[src/icache_pkg.sv]
/*
  L1 instruction cache shared definitions
  Request operations, controller states, fixed widths and the
  default cache geometry used by the top level
*/

package icache_pkg;

  // Request operation
  typedef enum logic
  {
    e_fetch = 1'b0,
    e_inval = 1'b1
  } icache_op_e;

  // Controller state
  //   e_ready   accepting requests, TV produces results
  //   e_miss    waiting for the fill block
  //   e_recover re-read arrays for the entry held in TL
  //   e_flush   clearing one set per cycle
  typedef enum logic [1:0]
  {
    e_ready   = 2'd0,
    e_miss    = 2'd1,
    e_recover = 2'd2,
    e_flush   = 2'd3
  } icache_state_e;

  // Address and instruction widths
  localparam int paddr_width_c       = 32;
  localparam int instr_width_c       = 32;

  // Index and block offset must fit in the untranslated bits
  localparam int page_offset_width_c = 12;

  // Default geometry
  localparam int sets_default_c        = 64;
  localparam int assoc_default_c       = 2;
  localparam int block_width_default_c = 128;

endpackage

[src/icache_lru.sv]
/*
  Pseudo-tree LRU for the instruction cache
  Keeps assoc_p-1 tree bits per set. Node n has children 2n+1 and
  2n+2, a bit of 0 points left. Updates point the path away from
  the way used. The victim is the lowest invalid way, else the way
  the tree points to
*/

`timescale 1ns/10ps

module icache_lru
  #(parameter int sets_p  = icache_pkg::sets_default_c,
    parameter int assoc_p = icache_pkg::assoc_default_c,
    localparam int index_w = $clog2(sets_p))
  (input  logic               clk_i,
   input  logic               reset_i,
   input  logic               upd_v_i,
   input  logic [index_w-1:0] upd_index_i,
   input  logic [assoc_p-1:0] upd_way_i,
   input  logic [index_w-1:0] vic_index_i,
   input  logic [assoc_p-1:0] way_valid_i,
   output logic [assoc_p-1:0] victim_way_o
  );

  localparam int way_w  = $clog2(assoc_p);
  localparam int tree_w = assoc_p - 1;

  logic [tree_w-1:0]  lru_r [sets_p];
  logic [tree_w-1:0]  lru_n;
  logic [tree_w-1:0]  vic_bits;
  logic [way_w-1:0]   upd_id;
  logic [way_w-1:0]   tree_id;
  logic [assoc_p-1:0] invalid_sel;

  //////////////////////////////
  // Update path
  //////////////////////////////
  always_comb
  begin
    upd_id = '0;
    for (int w = 0; w < assoc_p; w++)
      if (upd_way_i[w])
        upd_id = upd_id | way_w'(w);
  end

  // Walk from the root, MSB of the way id picks the first branch
  always_comb
  begin
    int node;
    node  = 0;
    lru_n = lru_r[upd_index_i];
    for (int l = 0; l < way_w; l++)
    begin
      lru_n[node] = ~upd_id[way_w-1-l];
      node = 2 * node + 1 + int'(upd_id[way_w-1-l]);
    end
  end

  always_ff @(posedge clk_i)
  begin
    if (reset_i)
    begin
      for (int s = 0; s < sets_p; s++)
        lru_r[s] <= '0;
    end
    else if (upd_v_i)
      lru_r[upd_index_i] <= lru_n;
  end

  //////////////////////////////
  // Victim selection
  //////////////////////////////
  always_comb
  begin
    int node;
    node     = 0;
    vic_bits = lru_r[vic_index_i];
    tree_id  = '0;
    for (int l = 0; l < way_w; l++)
    begin
      tree_id = (tree_id << 1) | way_w'(vic_bits[node]);
      node = 2 * node + 1 + int'(vic_bits[node]);
    end
  end

  // Lowest invalid way wins, so scan downwards
  always_comb
  begin
    invalid_sel = '0;
    for (int w = assoc_p - 1; w >= 0; w--)
      if (!way_valid_i[w])
        invalid_sel = assoc_p'(1) << w;
  end

  assign victim_way_o = (|invalid_sel) ? invalid_sel : (assoc_p'(1) << tree_id);

endmodule

[config.mk]
export PLATFORM = sky130hd
export DESIGN_NAME = icache_lru
export DESIGN_NICKNAME = d
export VERILOG_FILES = /design/src/icache_pkg.sv /design/src/icache_lru.sv
export SDC_FILE = /design/constraint.sdc
export NUM_CORES = 1
export LEC_CHECK = 0
export ABC_CLOCK_PERIOD_IN_PS = 1400
export BUFFER_PORTS_ARGS = -buffer_cell sky130_fd_sc_hd__buf_2
export CORE_AREA = 3 3 107 109
export CTS_BUF_LIST = sky130_fd_sc_hd__clkbuf_8
export DETAILED_ROUTE_END_ITERATION = 16
export DIE_AREA = 0 0 110 112
export GPL_ROUTABILITY_DRIVEN = 1
export HOLD_SLACK_MARGIN = 0.1
export PLACE_DENSITY = 0.55
export RECOVER_POWER = 50
export SYNTH_ARGS = -nofsm -noshare
export SYNTH_HDL_FRONTEND = slang
export SYNTH_SLANG_ARGS = --single-unit
[constraint.sdc]
create_clock -name clk_i -period 1.4 [get_ports clk_i]
set_input_delay 0.07 -clock clk_i [delete_from_list [all_inputs] [get_ports clk_i]]
set_output_delay 0.07 -clock clk_i [all_outputs]
set_load 0.01 [all_outputs]
==> impl_metrics.tcl <==
set metrics [dict create \
    pin_count 21 \
    syn_area_per_cell_um2 11.6 \
    fp-row-count 38 \
    globalplace.congestion 0.822 \
    ys_async_sr_fraction_pct 0 \
    crit_path_max_fanout 2 \
    max-slew-margin-rel_pct 54.6 \
    initial_core_util_pct 34.7 \
    classification_of_the_worst_setup_path "flip-flop to output port" \
    violations "negative setup slack" \
    placement.io_buffers 19 \
    postSynthCellCount 319 \
    final_max_slew_viol_count 0 \
    post-route-cell-area_um2 4320 \
    hold_path_class "primary input to flip-flop" \
    cp-start-kind "flip-flop" \
    antenna_left 0 \
    largest_net_degree_at_the_start_of_global_routing 65 \
    finalCritPeriodShare_pct 143 \
    dp_worst_setup_slack_ps -345 \
    netlist_area_um2 3710 \
    post_synth_num_cell_types 39 \
    tritoncts_clock_tree "built" \
    route.detailed.vias_per_inst 5.22 \
    power.density_cell_area_nw_per_um2 936 \
    synth-main-ff-cell "sky130_fd_sc_hd__edfxtp_1" \
    wirelength_um 9320 \
    synth.yosys.warnings 0 \
    synth-seq-cells 64 \
    post-route-drc-count 0 \
    postLayoutSetupSlackWorst_ps -606 \
    placement.cell_area_um2 4220 \
    layout_min_cycle_time_ps 2010 \
    worst_pin_slew_ps 681 \
    dp.final_hpwl_um 6790 \
    initial_antenna_violation_count 0 \
    rsz0062_at_grt "yes" \
    ctsRootBufferMaster "sky130_fd_sc_hd__clkbuf_8" \
    die_y_um 112 \
    detail_route.iter0.violations 214 \
    grt.overflow.total 0 \
    required_worst_endpoint_ps 1330 \
    clk_transition_reported_paths_ps 70 \
    syn-num-nets 338 \
    timing.critical_path.arrival_ps 1940 \
    cap_violations 0 \
    clk_buf_depth 2 \
    first_pass_grt_wire_length_um 15100 \
    first_global_vias 2713 \
    setup-violations-final 2 \
    antennaDiodeCount 0 \
    areaGrowthSynthToFinish_pct 16.3 \
    cts-htree-levels 3 \
    numCtsBuffers 9 \
    regMostFlops "lru_r" \
    cp-end-kind "output port" \
    total_grt_usage_pct 16.6 \
    largestRegisters "lru_r x64" \
    run_status "finished, violations left" \
    core-area_um2 10700 \
    num-nets-final 385 \
    fmaxAchievable_mhz 498 \
    postLayoutCoreUtil_pct 40.3 \
    drive_above_1_share_pct 24.1 \
    cts_setup_buffers 0 \
    synth_enable_flop_cells 64 \
    clkSinkCount 64 \
    floorplan.die.width_um 110 \
    detailroute.via_count 2659 \
    post_drt_wl_per_cell_um 18.3 \
    die_area_um2 12300 \
    synth-seq-area-share_pct 51.8 \
    hold_violations 0 \
    largest_register_ff_count 64 \
    firstDrtPassIters 4 \
    worst_ir_drop_vdd_mv 0.306 \
    p_leak_nw 1.60 \
]
final timing paths:
kind,start,endpoint,depth (start not counted)
hold / removal,upd_index_i[2],lru_r[33]$_SDFFCE_PN0P_,3
setup / recovery,lru_r[39]$_SDFFCE_PN0P_,victim_way_o[0],6
metal layers:
| layer | wire length, um | global-route usage, % | vias up |
|---|---|---|---|
| met4 | 128 | 5.49 | 0 |
| met2 | 4340 | 23.9 | 86 |
| met3 | 463 | 3.83 | 10 |
| li1 | - | - | 1270 |
| met1 | 4380 | 24.5 | 1293 |
| met5 | 0 | 0 | - |
timing repair:
item	4_1_cts	5_1_grt
hold buffers	1	0
endpoints found under the hold margin	1	0
pin swaps	2	1
setup endpoints to repair	2	2
gates resized for setup	3	4
cell families after synthesis:
group	share of synthesized area [%]
simple gates	16.5
compound gates	15.2
flops	51.8
buf+inv	4.65
mux	11.8
metrics by stage:
step | setup TNS (ps) | power (mW) | instances | hold WS [ps]
after floorplan | -27.3 | 2.62 | 319 | 262
after global placement | -1140 | 2.82 | 494 | 424
after detailed placement | -1270 | 2.83 | 494 | 436
after CTS | -1200 | 4.06 | 509 | 181
after global routing | -1330 | 4.21 | 509 | 197
final | -1180 | 4.04 | 509 | 187
where the power goes:
group	internal, mW	total, mW	switching, mW	leakage, nW
logic	0.261	0.549	0.289	0.906
clock network	0.593	1.26	0.664	0.0862
registers	2.20	2.23	0.0305	0.608
total	3.06	4.04	0.983	1.60
worst max-delay path: stages, from the launching register on:
cell                       delay, ps
sky130_fd_sc_hd__edfxtp_1        390
sky130_fd_sc_hd__mux4_2          530
sky130_fd_sc_hd__a211oi_2        240
sky130_fd_sc_hd__o211ai_1        120
sky130_fd_sc_hd__nand2_1          90
sky130_fd_sc_hd__a211o_1         100
sky130_fd_sc_hd__buf_2           120
cells in the mapped netlist (2+ instances only):
master | number | share of area [%]
sky130_fd_sc_hd__a211oi_1 | 2 | 0.40
sky130_fd_sc_hd__a21o_1 | 29 | 5.9
sky130_fd_sc_hd__a31o_2 | 9 | 2.1
sky130_fd_sc_hd__and3_1 | 3 | 0.51
sky130_fd_sc_hd__buf_2 | 7 | 0.94
sky130_fd_sc_hd__buf_6 | 2 | 0.61
sky130_fd_sc_hd__clkbuf_1 | 21 | 2.1
sky130_fd_sc_hd__edfxtp_1 | 64 | 52
sky130_fd_sc_hd__inv_1 | 3 | 0.30
sky130_fd_sc_hd__mux2i_1 | 3 | 0.81
sky130_fd_sc_hd__mux4_1 | 13 | 9.2
sky130_fd_sc_hd__mux4_2 | 3 | 1.8
sky130_fd_sc_hd__nand2_1 | 15 | 1.5
sky130_fd_sc_hd__nand2b_1 | 6 | 1.0
sky130_fd_sc_hd__nand3_1 | 6 | 0.81
sky130_fd_sc_hd__nand3b_1 | 3 | 0.61
sky130_fd_sc_hd__nor2_1 | 71 | 7.2
sky130_fd_sc_hd__nor2b_1 | 4 | 0.67
sky130_fd_sc_hd__nor3_1 | 4 | 0.54
sky130_fd_sc_hd__nor3_2 | 2 | 0.54
sky130_fd_sc_hd__nor3b_2 | 2 | 0.67
sky130_fd_sc_hd__o21ai_0 | 2 | 0.27
sky130_fd_sc_hd__o21bai_1 | 25 | 5.1
sky130_fd_sc_hd__o22ai_1 | 2 | 0.34
sky130_fd_sc_hd__or2_2 | 3 | 0.51
sky130_fd_sc_hd__or3_1 | 2 | 0.34
placed cells by master (no fill, tap or decap), types with 2 or more instances in the layout:
cell type                  instances
sky130_fd_sc_hd__buf_2            17
sky130_fd_sc_hd__mux2i_1           2
sky130_fd_sc_hd__clkbuf_8          9
sky130_fd_sc_hd__nor3b_1           2
sky130_fd_sc_hd__nor3_1            5
sky130_fd_sc_hd__nand2b_1          6
sky130_fd_sc_hd__a31o_2            9
sky130_fd_sc_hd__and3_1            3
sky130_fd_sc_hd__o21bai_1         25
sky130_fd_sc_hd__inv_1             6
sky130_fd_sc_hd__nand2_1          15
sky130_fd_sc_hd__nor2b_1           4
sky130_fd_sc_hd__nor2_1           71
sky130_fd_sc_hd__nand3b_1          3
sky130_fd_sc_hd__or2_0             3
sky130_fd_sc_hd__buf_4            33
sky130_fd_sc_hd__o21ai_1           2
sky130_fd_sc_hd__clkbuf_1         11
sky130_fd_sc_hd__or3_1             2
sky130_fd_sc_hd__buf_12            4
sky130_fd_sc_hd__mux4_1            8
sky130_fd_sc_hd__edfxtp_1         64
sky130_fd_sc_hd__mux4_2            8
sky130_fd_sc_hd__nand3_1           6
sky130_fd_sc_hd__a21o_1           29
area by class of cell:
| cell class | instances | area (um^2) |
|---|---|---|
| fillers | 1040 | 6380 |
| clock inverters | 5 | 20.0 |
| well taps | 140 | 175 |
| clock buffers | 9 | 124 |
| flip-flops and latches | 64 | 1920 |
| multi-input cells | 220 | 1590 |
| inverters | 3 | 11.3 |
| repair buffers | 68 | 477 |
Note: power is estimated with default switching activity, not from simulation.
