$ cat src/icache_pkg.sv
/*
  L1 instruction cache shared definitions
  Request operations, controller states, fixed widths and the
  default cache geometry used by the top level
*/

package icache_pkg;

  // Request operation
  typedef enum logic
  {
    e_fetch = 1'b0,
    e_inval = 1'b1
  } icache_op_e;

  // Controller state
  //   e_ready   accepting requests, TV produces results
  //   e_miss    waiting for the fill block
  //   e_recover re-read arrays for the entry held in TL
  //   e_flush   clearing one set per cycle
  typedef enum logic [1:0]
  {
    e_ready   = 2'd0,
    e_miss    = 2'd1,
    e_recover = 2'd2,
    e_flush   = 2'd3
  } icache_state_e;

  // Address and instruction widths
  localparam int paddr_width_c       = 32;
  localparam int instr_width_c       = 32;

  // Index and block offset must fit in the untranslated bits
  localparam int page_offset_width_c = 12;

  // Default geometry
  localparam int sets_default_c        = 64;
  localparam int assoc_default_c       = 2;
  localparam int block_width_default_c = 128;

endpackage

$ cat src/icache_if.sv
/*
  Instruction cache array interfaces
  Lookup path carries the read request, the compare tag and the
  per-way results. Fill path carries block writes and set flushes
*/

`timescale 1ns/10ps

interface icache_lookup_if
  #(parameter int sets_p        = icache_pkg::sets_default_c,
    parameter int assoc_p       = icache_pkg::assoc_default_c,
    parameter int block_width_p = icache_pkg::block_width_default_c);

  import icache_pkg::*;

  localparam int index_w = $clog2(sets_p);
  localparam int tag_w   = paddr_width_c - index_w - $clog2(block_width_p / 8);

  logic                                  rd_v;
  logic [index_w-1:0]                    index;
  logic [tag_w-1:0]                      ptag;
  logic [assoc_p-1:0]                    hit_way;
  logic [assoc_p-1:0]                    way_valid;
  logic [assoc_p-1:0][block_width_p-1:0] blocks;

  modport ctrl (output rd_v, index, ptag, input hit_way, way_valid, blocks);
  modport tags (input rd_v, index, ptag, output hit_way, way_valid);
  modport data (input rd_v, index, output blocks);

endinterface

interface icache_fill_if
  #(parameter int sets_p        = icache_pkg::sets_default_c,
    parameter int assoc_p       = icache_pkg::assoc_default_c,
    parameter int block_width_p = icache_pkg::block_width_default_c);

  import icache_pkg::*;

  localparam int index_w = $clog2(sets_p);
  localparam int tag_w   = paddr_width_c - index_w - $clog2(block_width_p / 8);

  logic                     wr_v;
  logic                     flush_v;
  logic [index_w-1:0]       index;
  logic [assoc_p-1:0]       way;
  logic [tag_w-1:0]         tag;
  logic [block_width_p-1:0] block;

  modport ctrl (output wr_v, flush_v, index, way, tag, block);
  modport tags (input wr_v, flush_v, index, way, tag);
  modport data (input wr_v, index, way, block);

endinterface

$ cat src/icache_ctrl.sv
/*
  Instruction cache controller
  Decode, tag lookup (TL) and tag verify (TV) stages, the
  miss / recover / flush state machine and the output strobes.
  Misses request a whole block and the fill is written into the
  arrays and into TV in the same cycle
*/

`timescale 1ns/10ps

module icache_ctrl
  #(parameter int sets_p        = icache_pkg::sets_default_c,
    parameter int assoc_p       = icache_pkg::assoc_default_c,
    parameter int block_width_p = icache_pkg::block_width_default_c,
    localparam int index_w = $clog2(sets_p),
    localparam int tag_w   = icache_pkg::paddr_width_c - index_w - $clog2(block_width_p / 8))
  (input  logic                                     clk_i,
   input  logic                                     reset_i,
   input  logic [icache_pkg::paddr_width_c-1:0]     vaddr_i,
   input  icache_pkg::icache_op_e                   op_i,
   input  logic                                     v_i,
   output logic                                     yumi_o,
   input  logic [tag_w-1:0]                         ptag_i,
   output logic [icache_pkg::instr_width_c-1:0]     data_o,
   output logic                                     data_v_o,
   output logic                                     fence_v_o,
   input  logic                                     yumi_i,
   output logic                                     req_v_o,
   output logic [icache_pkg::paddr_width_c-1:0]     req_addr_o,
   input  logic                                     req_yumi_i,
   input  logic                                     fill_v_i,
   input  logic [block_width_p-1:0]                 fill_data_i,
   icache_lookup_if.ctrl                            lookup,
   icache_fill_if.ctrl                              fill,
   output logic                                     upd_v_o,
   output logic [index_w-1:0]                       upd_index_o,
   output logic [assoc_p-1:0]                       upd_way_o,
   output logic [index_w-1:0]                       vic_index_o,
   output logic [assoc_p-1:0]                       way_valid_o,
   input  logic [assoc_p-1:0]                       victim_way_i
  );

  import icache_pkg::*;

  localparam int offset_w = $clog2(block_width_p / 8);
  localparam int word_w   = $clog2(block_width_p / instr_width_c);
  localparam int page_w   = index_w + offset_w;

  if (page_w > page_offset_width_c)
  begin : g_way_size_check
    $error("icache way size exceeds the untranslated page offset");
  end

  icache_state_e state_r, state_n;
  logic          init_r;
  logic [index_w-1:0] flush_cnt_r;
  logic          flush_last;
  logic          tl_to_tv, tv_deq;

  // TL stage
  logic                     tl_v_r;
  logic [paddr_width_c-1:0] tl_addr_r;
  icache_op_e               tl_op_r;

  // TV stage
  logic                                  tv_v_r;
  logic                                  tv_hit_r;
  logic [paddr_width_c-1:0]              tv_addr_r;
  icache_op_e                            tv_op_r;
  logic [assoc_p-1:0]                    tv_way_r;
  logic [assoc_p-1:0]                    tv_valid_r;
  logic [assoc_p-1:0][block_width_p-1:0] tv_blocks_r;
  logic [assoc_p-1:0]                    victim_r;
  logic [block_width_p-1:0]              tv_block;
  logic [word_w-1:0]                     tv_word;
  logic [index_w-1:0]                    tv_index;

  //////////////////////////////
  // Stage control
  //////////////////////////////
  assign tv_deq   = (data_v_o | fence_v_o) & yumi_i;
  assign tl_to_tv = (state_r == e_ready) & tl_v_r & (~tv_v_r | tv_deq);
  // No accepts until the power-up sweep has cleared the tags
  assign yumi_o   = v_i & (state_r == e_ready) & ~init_r & (~tl_v_r | tl_to_tv);

  assign tv_index   = tv_addr_r[offset_w +: index_w];
  assign flush_last = (state_r == e_flush) && (flush_cnt_r == index_w'(sets_p - 1));

  //////////////////////////////
  // Array access
  //////////////////////////////
  assign lookup.rd_v  = yumi_o | (state_r == e_recover);
  assign lookup.index = (state_r == e_recover) ? tl_addr_r[offset_w +: index_w]
                                               : vaddr_i[offset_w +: index_w];
  assign lookup.ptag  = ptag_i;

  assign fill.wr_v    = fill_v_i & (state_r == e_miss);
  assign fill.flush_v = (state_r == e_flush);
  assign fill.index   = (state_r == e_flush) ? flush_cnt_r : tv_index;
  assign fill.way     = victim_r;
  assign fill.tag     = tv_addr_r[paddr_width_c-1 -: tag_w];
  assign fill.block   = fill_data_i;

  // LRU touches the way once, when the response is taken
  assign upd_v_o     = data_v_o & yumi_i;
  assign upd_index_o = tv_index;
  assign upd_way_o   = tv_way_r;
  assign vic_index_o = tv_index;
  assign way_valid_o = tv_valid_r;

  //////////////////////////////
  // TV outputs
  //////////////////////////////
  always_comb
  begin
    tv_block = '0;
    for (int w = 0; w < assoc_p; w++)
      if (tv_way_r[w])
        tv_block = tv_block | tv_blocks_r[w];
  end

  assign tv_word    = tv_addr_r[2 +: word_w];
  assign data_o     = tv_block[tv_word * instr_width_c +: instr_width_c];
  assign data_v_o   = (state_r == e_ready) & tv_v_r & (tv_op_r == e_fetch) & tv_hit_r;
  assign fence_v_o  = (state_r == e_ready) & tv_v_r & (tv_op_r == e_inval) & tv_hit_r;
  assign req_v_o    = (state_r == e_ready) & tv_v_r & (tv_op_r == e_fetch) & ~tv_hit_r;
  assign req_addr_o = {tv_addr_r[paddr_width_c-1:offset_w], {offset_w{1'b0}}};

  //////////////////////////////
  // State machine
  //////////////////////////////
  always_comb
  begin
    state_n = state_r;
    case (state_r)
      e_ready:
        if (init_r || (tv_v_r && tv_op_r == e_inval && !tv_hit_r))
          state_n = e_flush;
        else if (req_v_o && req_yumi_i)
          state_n = e_miss;
      e_miss:
        if (fill_v_i)
          state_n = e_recover;
      e_flush:
        if (flush_last)
          state_n = e_recover;
      default:
        state_n = e_ready;
    endcase
  end

  always_ff @(posedge clk_i)
  begin
    if (reset_i)
    begin
      state_r     <= e_ready;
      init_r      <= 1'b1;
      flush_cnt_r <= '0;
      tl_v_r      <= 1'b0;
      tv_v_r      <= 1'b0;
    end
    else
    begin
      state_r <= state_n;
      if (flush_last)
        init_r <= 1'b0;
      if (state_r == e_flush)
        flush_cnt_r <= flush_last ? '0 : flush_cnt_r + 1'b1;
      if (yumi_o)
        tl_v_r <= 1'b1;
      else if (tl_to_tv)
        tl_v_r <= 1'b0;
      if (tl_to_tv)
        tv_v_r <= 1'b1;
      else if (tv_deq)
        tv_v_r <= 1'b0;
    end
  end

  //////////////////////////////
  // Stage payload
  //////////////////////////////
  always_ff @(posedge clk_i)
  begin
    if (yumi_o)
    begin
      tl_addr_r <= vaddr_i;
      tl_op_r   <= op_i;
    end
    if (tl_to_tv)
    begin
      tv_addr_r   <= {ptag_i, tl_addr_r[page_w-1:0]};
      tv_op_r     <= tl_op_r;
      tv_way_r    <= lookup.hit_way;
      tv_valid_r  <= lookup.way_valid;
      tv_blocks_r <= lookup.blocks;
      tv_hit_r    <= (tl_op_r == e_fetch) && (|lookup.hit_way);
    end
    else if (fill.wr_v)
    begin
      // Fill block goes straight into TV and the request becomes a hit
      for (int w = 0; w < assoc_p; w++)
        if (victim_r[w])
          tv_blocks_r[w] <= fill_data_i;
      tv_way_r <= victim_r;
      tv_hit_r <= 1'b1;
    end
    else if (flush_last)
      tv_hit_r <= 1'b1;
    if (req_v_o && req_yumi_i)
      victim_r <= victim_way_i;
  end

  a_fill_in_miss: assert property (@(posedge clk_i) disable iff (reset_i)
    fill_v_i |-> state_r == e_miss)
    else $error("icache: fill_v_i outside of a miss");

  a_data_hold: assert property (@(posedge clk_i) disable iff (reset_i)
    data_v_o && !yumi_i |=> data_v_o && $stable(data_o))
    else $error("icache: data_o changed while waiting for yumi_i");

endmodule

$ cat src/flat_wrapper.sv
// flat-port wrapper written by rule: the top's interface ports become plain ports
module icache_ctrl_flat import icache_pkg::*;
#(parameter int sets_p        = icache_pkg::sets_default_c,
    parameter int assoc_p       = icache_pkg::assoc_default_c,
    parameter int block_width_p = icache_pkg::block_width_default_c,
    localparam int index_w = $clog2(sets_p),
    localparam int tag_w   = icache_pkg::paddr_width_c - index_w - $clog2(block_width_p / 8))
  (clk_i, reset_i, vaddr_i, op_i, v_i, yumi_o, ptag_i, data_o, data_v_o, fence_v_o, yumi_i, req_v_o, req_addr_o, req_yumi_i, fill_v_i, fill_data_i, upd_v_o, upd_index_o, upd_way_o, vic_index_o, way_valid_o, victim_way_i, lookup_rd_v, lookup_index, lookup_ptag, lookup_hit_way, lookup_way_valid, lookup_blocks, fill_wr_v, fill_flush_v, fill_index, fill_way, fill_tag, fill_block);
  icache_lookup_if #(.sets_p(sets_p), .assoc_p(assoc_p), .block_width_p(block_width_p)) lookup_i ();
  icache_fill_if #(.sets_p(sets_p), .assoc_p(assoc_p), .block_width_p(block_width_p)) fill_i ();
  input  logic clk_i;
  input  logic reset_i;
  input  logic [icache_pkg::paddr_width_c-1:0] vaddr_i;
  input  icache_pkg::icache_op_e op_i;
  input  logic v_i;
  output logic yumi_o;
  input  logic [tag_w-1:0] ptag_i;
  output logic [icache_pkg::instr_width_c-1:0] data_o;
  output logic data_v_o;
  output logic fence_v_o;
  input  logic yumi_i;
  output logic req_v_o;
  output logic [icache_pkg::paddr_width_c-1:0] req_addr_o;
  input  logic req_yumi_i;
  input  logic fill_v_i;
  input  logic [block_width_p-1:0] fill_data_i;
  output logic upd_v_o;
  output logic [index_w-1:0] upd_index_o;
  output logic [assoc_p-1:0] upd_way_o;
  output logic [index_w-1:0] vic_index_o;
  output logic [assoc_p-1:0] way_valid_o;
  input  logic [assoc_p-1:0] victim_way_i;
  output wire logic [$bits(lookup_i.rd_v)-1:0] lookup_rd_v;
  output wire logic [$bits(lookup_i.index)-1:0] lookup_index;
  output wire logic [$bits(lookup_i.ptag)-1:0] lookup_ptag;
  input wire logic [$bits(lookup_i.hit_way)-1:0] lookup_hit_way;
  input wire logic [$bits(lookup_i.way_valid)-1:0] lookup_way_valid;
  input wire logic [$bits(lookup_i.blocks)-1:0] lookup_blocks;
  output wire logic [$bits(fill_i.wr_v)-1:0] fill_wr_v;
  output wire logic [$bits(fill_i.flush_v)-1:0] fill_flush_v;
  output wire logic [$bits(fill_i.index)-1:0] fill_index;
  output wire logic [$bits(fill_i.way)-1:0] fill_way;
  output wire logic [$bits(fill_i.tag)-1:0] fill_tag;
  output wire logic [$bits(fill_i.block)-1:0] fill_block;
  assign lookup_rd_v = lookup_i.rd_v;
  assign lookup_index = lookup_i.index;
  assign lookup_ptag = lookup_i.ptag;
  assign lookup_i.hit_way = lookup_hit_way;
  assign lookup_i.way_valid = lookup_way_valid;
  assign lookup_i.blocks = lookup_blocks;
  assign fill_wr_v = fill_i.wr_v;
  assign fill_flush_v = fill_i.flush_v;
  assign fill_index = fill_i.index;
  assign fill_way = fill_i.way;
  assign fill_tag = fill_i.tag;
  assign fill_block = fill_i.block;
  icache_ctrl #(.sets_p(sets_p), .assoc_p(assoc_p), .block_width_p(block_width_p)) u_core (.clk_i(clk_i), .reset_i(reset_i), .vaddr_i(vaddr_i), .op_i(op_i), .v_i(v_i), .yumi_o(yumi_o), .ptag_i(ptag_i), .data_o(data_o), .data_v_o(data_v_o), .fence_v_o(fence_v_o), .yumi_i(yumi_i), .req_v_o(req_v_o), .req_addr_o(req_addr_o), .req_yumi_i(req_yumi_i), .fill_v_i(fill_v_i), .fill_data_i(fill_data_i), .lookup(lookup_i), .fill(fill_i), .upd_v_o(upd_v_o), .upd_index_o(upd_index_o), .upd_way_o(upd_way_o), .vic_index_o(vic_index_o), .way_valid_o(way_valid_o), .victim_way_i(victim_way_i));
endmodule
$ cat config.mk
export PLATFORM = sky130hd
export DESIGN_NAME = icache_ctrl_flat
export DESIGN_NICKNAME = d
export VERILOG_FILES = /design/src/icache_pkg.sv /design/src/icache_if.sv /design/src/icache_ctrl.sv /design/src/flat_wrapper.sv
export SDC_FILE = /design/constraint.sdc
export NUM_CORES = 1
export LEC_CHECK = 0
export BUFFER_PORTS_ARGS = -buffer_cell sky130_fd_sc_hd__buf_2
export CORE_AREA = 10 10 271 273
export CTS_CLUSTER_SIZE = 30
export DETAILED_ROUTE_END_ITERATION = 8
export DIE_AREA = 0 0 281 283
export GPL_ROUTABILITY_DRIVEN = 0
export SLEW_MARGIN = 10
export SYNTH_ARGS = -nofsm -noshare
export SYNTH_HDL_FRONTEND = slang
export SYNTH_SLANG_ARGS = --single-unit
$ cat constraint.sdc
create_clock -name clk_i -period 7.5 [get_ports clk_i]
set_input_delay 1.5 -clock clk_i [delete_from_list [all_inputs] [get_ports clk_i]]
set_output_delay 1.5 -clock clk_i [all_outputs]
set_load 0.05 [all_outputs]
==> run_results.csv, run 1 <==
group,metric,value,unit
place,hpwl,45.68,mm
worst_hold_path,hold_end,"u_core.tv_addr_r[2]",
critical_path,cp_slowest_stage_delay,0.63,ns
global_routing,antenna_found_initial,3,
sta,max_slew_margin,31.14,%
synthesis,ys_seq_elements,314,
routing,route.detailed.drc,0,
sta,hold_violations,0,
cells_and_area,drive_above_1_share,62.77,%
floorplan,io_pins,725,
sta,min_period,4.487,ns
critical_path,rrSetupSlack,4.13,ns
synthesis,ys_seq_area_share,53.06,%
sta,max_freq,222.9,MHz
global_routing,grt_pass1_vias,12640,
clock_tree,cts_sinks,314,
cells_and_area,register_area,9319,sq um
sta,worst_pin_slew,1.033,ns
routing,wirelength,59.21,mm
global_routing,grt_usage,13.89,%
clock_tree,cts_tree,"done",
worst_hold_path,holdPathStages,0,
clock_tree,htree_num_levels,2,
cells_and_area,final_area,21160,sq um
global_routing,grt_pass1_wl,82.72,mm
synthesis,synth.avg_cell_area,15.33,sq um
synthesis,synthCells,1146,
clock_tree,cts_buffer_depth,3,
critical_path,r2r-start,"u_core.state_r[1]",
critical_path,criticalPathCategory,"reg -> out",
sta,tns,0,ns
critical_path,cp_data_required_time,6.00,ns
synthesis,async_flop_share,0,%
cells_and_area,area_growth,20.50,%
cells_and_area,fin_nets,2056,
place,postPlaceCellArea,20040,sq um
cells_and_area,final_common_cell,"buf_2",
synthesis,synth-edff-count,303,
cells_and_area,multi_input_area,5959,sq um
power,p_per_area,205.1,nW/um^2
routing,wl_per_cell,23.59,um
clock_tree,cts_repair_resize_count,0,
clock_tree,cts_setup_buffers,0,
clock_tree,clk_latency,0.53,ns
synthesis,yosysWarningCount,0,
global_routing,grt_max_degree,128,
cells_and_area,fillCellCount,6835,
worst_hold_path,hp-class,"reg -> reg",
sta,slew_viol_final,0,
power,irDropWorstVdd,0.1696,mV
floorplan,coreArea,68110,sq um
clock_tree,postCtsHoldBufs,0,
critical_path,crit_chain,"nand2_1 > buf_4 > a221oi_1 > nor3_1 > buf_2",
routing,drt_pass1_iterations,5,
critical_path,slowest_stage,"nand2_1",
synthesis,ys_types,46,
clock_tree,clk_pin_slew_worst_paths,0.06,ns
critical_path,cp-end-kind,"output pin",
routing,ant_nets,0,
synthesis,syn_area,17560,sq um
synthesis,synth_area_leaders,"edfxtp_1, mux2_4, buf_4, a221oi_1, a22oi_1",
clock_tree,cts_root_buffer,"clkbuf_16",
power,power.leakage,8.629,nW
global_routing,grt-ovfl-total,0,
routing,viasPerCell,4.561,
critical_path,start_kind,"flip-flop",
status,status,"completed",
clock_tree,cts_buffers,35,
floorplan,start_util,25.79,%
routing,vias,11450,
power,report.power.total,0.004341,W
critical_path,worst-path-max-fanout,18,
critical_path,r2r_cells,4,
critical_path,worstReg2RegEnd,"u_core.tv_blocks_r[122]",
floorplan,fp.dieW,281,um
critical_path,crit_arrival,2.99,ns
synthesis,synth_top_area_share,51.81,%
cells_and_area,layout_common_cells,"buf_2, edfxtp_1, mux2_4",
synthesis,synth_ff_type,"edfxtp_1",
floorplan,row_count,96,
routing,drtIter0Drc,811,
floorplan,dieArea,79520,sq um
sta,rsz0062_at_grt,"no",
worst_hold_path,hp-start,"u_core.tl_addr_r[2]",
sta,finalCritPeriodShare,59.83,%
cells_and_area,fin_util,31.07,%
place,io_buffer_count,696,
job,cap_violations,0,
synthesis,synth_largest_area_cell,"edfxtp_1",
sta,skew,0.01116,ns
floorplan,die_h,283,um
sta,report.final.setup_viol,0,
## worst max path at each step
stage	from	end	slack, ns	cells past startpoint
finish	u_core.tv_addr_r[2]	data_o[0]	3.01	5
global route	u_core.upd_way_o[1]	data_o[0]	2.82	5
CTS	u_core.tv_addr_r[2]	data_o[0]	2.81	5
detailed placement	yumi_i	u_core.tv_blocks_r[27]	3.10	5
global placement	yumi_i	u_core.tv_blocks_r[26]	3.18	5
floorplan	fill_v_i	u_core.tv_blocks_r[0]	1.94	3
## logic make-up after synthesis
logic type	share of synthesized area (%)
mux	22.68
compound gates	8.449
simple gates	2.394
fa+ha+maj	0.07123
other cells	0.02135
xor+xnor	0.04988
flops	53.06
buf+inv	13.28
## worst max-delay path: cells and delay by family, from the launching register on
kind / cells / cell delay, ns
compound gates: 1 / 0.10
flops: 1 / 0.50
simple gates: 2 / 1.05
buf+inv: 2 / 0.77
## sequential cells by signal (all words and copies together), names as in the netlist
register            count
u_core.tv_blocks_r    256
u_core.tv_addr_r       30
u_core.tl_addr_r        8
u_core.flush_cnt_r      6
u_core.fill.way         2
u_core.state_r          2
u_core.upd_way_o        2
u_core.way_valid_o      2
u_core.init_r           1
u_core.tl_op_r          1
u_core.tl_v_r           1
u_core.tv_hit_r         1
u_core.tv_op_r          1
u_core.tv_v_r           1
## stage by stage
step                      std cells  hold WS [ns]  setup slack (ns)
after global routing           2510        0.4289             2.815
final                          2510        0.4195             3.013
after detailed placement       2449        0.4061             3.099
after CTS                      2507        0.4206             2.810
after floorplan                1149        0.4003             1.936
after global placement         2449        0.4076             3.176
## where the power goes
group | leakage, nW | switching, W | internal (W)
clock | 0.550 | 0.000678 | 0.00102
sequential | 2.83 | 0.0000197 | 0.00198
combinational | 5.25 | 0.000406 | 0.000236
total | 8.63 | 0.00110 | 0.00324
## synthesized netlist by cell type (2+ instances only)
| library cell | n |
|---|---|
| or3_1 | 5 |
| buf_2 | 3 |
| nor2b_1 | 2 |
| mux2_1 | 14 |
| edfxtp_1 | 303 |
| a22oi_1 | 64 |
| nand2_1 | 13 |
| a22o_1 | 32 |
| and3b_1 | 2 |
| buf_12 | 22 |
| nand2b_1 | 2 |
| mux2_4 | 254 |
| nand3_1 | 5 |
| nor2_1 | 11 |
| a31oi_1 | 3 |
| dfxtp_1 | 11 |
| o21ai_0 | 4 |
| and2_1 | 3 |
| a221oi_1 | 64 |
| buf_1 | 6 |
| nor3_1 | 32 |
| buf_6 | 8 |
| buf_4 | 216 |
| a21o_1 | 2 |
| o21ai_1 | 2 |
| clkbuf_1 | 37 |
| a21oi_1 | 6 |
| o211ai_1 | 2 |
## final cells by class
cell class                 count  share of cell area [%]
clock buffer                  47                   4.694
clock inverter                11                  0.5912
tap                          882                   5.215
timing repair buffer         710                   17.25
antenna                        3                 0.03547
inverter                       1                 0.01774
sequential                   314                   44.03
multi-input combinational    542                   28.16
## per-layer routing
metal,global-route usage (%),share of wire (%)
met1,12.88,33
met2,27.65,56
met3,3.609,7.8
met4,6.063,3.7
met5,0,0
Power figures use the tool's default switching activity.
==> inputs of run 2 (changes only) <==
CORE_AREA = 10 10 274 276   (was 10 10 271 273)
DIE_AREA = 0 0 284 286   (was 0 0 281 283)
clock period = 4.6 ns   (was 7.5 ns; I/O delays follow)
==> run_results.csv, run 2 (synthesis results as in run 1) <==
group,metric,value,unit
status,status,"completed",
cells_and_area,area_growth,22.75,%
routing,vias,11270,
cells_and_area,fin_nets,2076,
cells_and_area,largest_reg_flops,256,
clock_tree,clk_latency,0.53,ns
place,io_buffer_count,696,
power,p_int,0.005430,W
floorplan,dieArea,81220,sq um
critical_path,rrSetupSlack,1.87,ns
worst_hold_path,hp-class,"reg -> reg",
floorplan,row_count,97,
cells_and_area,layout_common_cells,"buf_2, edfxtp_1, mux2_4",
cells_and_area,reg.largest.list,"u_core.tv_blocks_r: 256 flops, u_core.tv_addr_r: 30 flops, u_core.tl_addr_r: 8 flops",
sta,rsz0062_at_grt,"no",
power,clkPwrFrac,40.6,%
floorplan,coreArea,69540,sq um
place,postPlaceCellArea,20340,sq um
critical_path,slowest_stage,"nor2b_4",
critical_path,r2r_cells,5,
sta,max_slew_margin,38.65,%
cells_and_area,final_area,21560,sq um
sta,hold_violations,0,
sta,min_period,3.724,ns
routing,wl_per_cell,22.77,um
global_routing,grt_pass1_wl,83.06,mm
global_routing,grt-ovfl-total,0,
routing,viasPerCell,4.349,
critical_path,start_kind,"flip-flop",
sta,slew_viol_final,0,
cells_and_area,fin_util,31.00,%
global_routing,antenna_found_initial,9,
global_routing,grt_pass1_vias,12720,
floorplan,fp.dieW,284,um
critical_path,cp_data_required_time,3.68,ns
power,p_sw,0.001827,W
routing,ant_nets,0,
critical_path,r2r-start,"u_core.state_r[1]",
cells_and_area,top_register,"u_core.tv_blocks_r",
critical_path,worstReg2RegEnd,"u_core.tv_blocks_r[255]",
clock_tree,cts_sinks,314,
power,report.power.total,0.007256,W
power,seqPwrFrac,44.9,%
critical_path,criticalPathCategory,"reg -> out",
clock_tree,clk_pin_slew_worst_paths,0.06,ns
cells_and_area,drive_above_1_share,63.25,%
critical_path,cp-startpoint,"u_core.tv_addr_r[2]",
critical_path,path_buf_inv,2,
place,hpwl,46.77,mm
routing,drt_pass1_iterations,5,
clock_tree,cts_tree,"done",
power,irDropWorstVdd,0.2386,mV
sta,report.final.setup_viol,0,
cells_and_area,layoutNonFillerInstCount,2591,
clock_tree,cts_buffers,36,
sta,skew,0.01537,ns
cells_and_area,final_common_cell,"buf_2",
global_routing,grt_max_degree,92,
routing,wirelength,59.01,mm
clock_tree,cts_buffer_depth,3,
critical_path,crit_cells,5,
critical_path,worst-path-max-fanout,21,
sta,finalCritPeriodShare,80.96,%
job,cap_violations,0,
global_routing,grt_usage,13.64,%
power,switching_share,25.17,%
power,power.leakage,8.798,nW
floorplan,start_util,25.26,%
place,dp_cells,2526,
clock_tree,cts_root_buffer,"clkbuf_16",
critical_path,crit_chain,"nor2b_4 > buf_4 > a22o_1 > nor3_1 > buf_2",
routing,drtIter0Drc,625,
clock_tree,cts_setup_buffers,0,
clock_tree,postCtsHoldBufs,0,
power,p_per_area,336.6,nW/um^2
sta,worst_pin_slew,0.9202,ns
clock_tree,htree_num_levels,2,
floorplan,io_pins,725,
floorplan,die_h,286,um
critical_path,crit_arrival,2.80,ns
critical_path,cp_slowest_stage_delay,0.74,ns
routing,route.detailed.drc,0,
sta,max_freq,268.5,MHz
critical_path,cp-end-kind,"output pin",
sta,tns,0,ns
power,comb_power_share,14.6,%
critical_path,path_delay_family,"simple AND/OR/NAND/NOR gates",
critical_path,crit_end,"data_o[3]",
clock_tree,cts_repair_resize_count,0,
[run 2: cell types whose count changed in the layout (fill, tap and decap cells not counted), moves of 2 or more]
cell	previous run	this run
buf_12	5	12
buf_4	9	21
bufinv_16	3	5
clkbuf_1	7	4
clkbuf_16	37	39
clkbuf_8	3	0
clkinv_1	4	8
clkinvlp_4	0	2
[run 2: how the worst min path moves through the flow]
stage                              from                   to  slack, ns  cells after the start
CTS                 u_core.tl_addr_r[3]  u_core.tv_addr_r[3]       0.42                      0
global route        u_core.tl_addr_r[3]  u_core.tv_addr_r[3]       0.43                      0
global placement    u_core.tl_addr_r[3]  u_core.tv_addr_r[3]       0.41                      0
finish              u_core.tl_addr_r[3]  u_core.tv_addr_r[3]       0.42                      0
detailed placement  u_core.tl_addr_r[3]  u_core.tv_addr_r[3]       0.41                      0
floorplan           u_core.tl_addr_r[2]  u_core.tv_addr_r[2]       0.40                      0
[run 2: layout make-up]
class	count	area, sq um
diodes	2	5.005
clock buffers	43	991.0
clock inverters	20	224.0
fillers	7016	47980
inverters	1	3.754
multi-input cells	542	5959
flip-flops and latches	314	9319
well taps	940	1176
repair buffers	729	3881
[run 2: through the flow]
step	worst slack [ns]	hold WS, ns
6_report	0.8757	0.4207
5_1_grt	0.7183	0.4339
4_1_cts	0.7643	0.4205
3_5_place_dp	1.361	0.4061
3_3_place_gp	1.380	0.4076
2_1_floorplan	0.7145	0.4003
[run 2: power by group through the flow]
stage / clock (W) / combinational (W) / sequential, W
floorplan: 0 / 0.000732 / 0.00331
global placement: 0 / 0.00106 / 0.00331
detailed placement: 0 / 0.00107 / 0.00331
CTS: 0.00304 / 0.00108 / 0.00325
global route: 0.00315 / 0.00112 / 0.00326
finish: 0.00294 / 0.00106 / 0.00325
[run 2: per-layer routing]
| metal | track usage, % | share of wire, % | vias to the layer above |
|---|---|---|---|
| li1 | - | - | 5193 |
| met1 | 13.01 | 34 | 5427 |
| met2 | 26.60 | 55 | 561 |
| met3 | 3.821 | 7.0 | 87 |
| met4 | 6.284 | 4.1 | 0 |
| met5 | 0 | 0 | - |
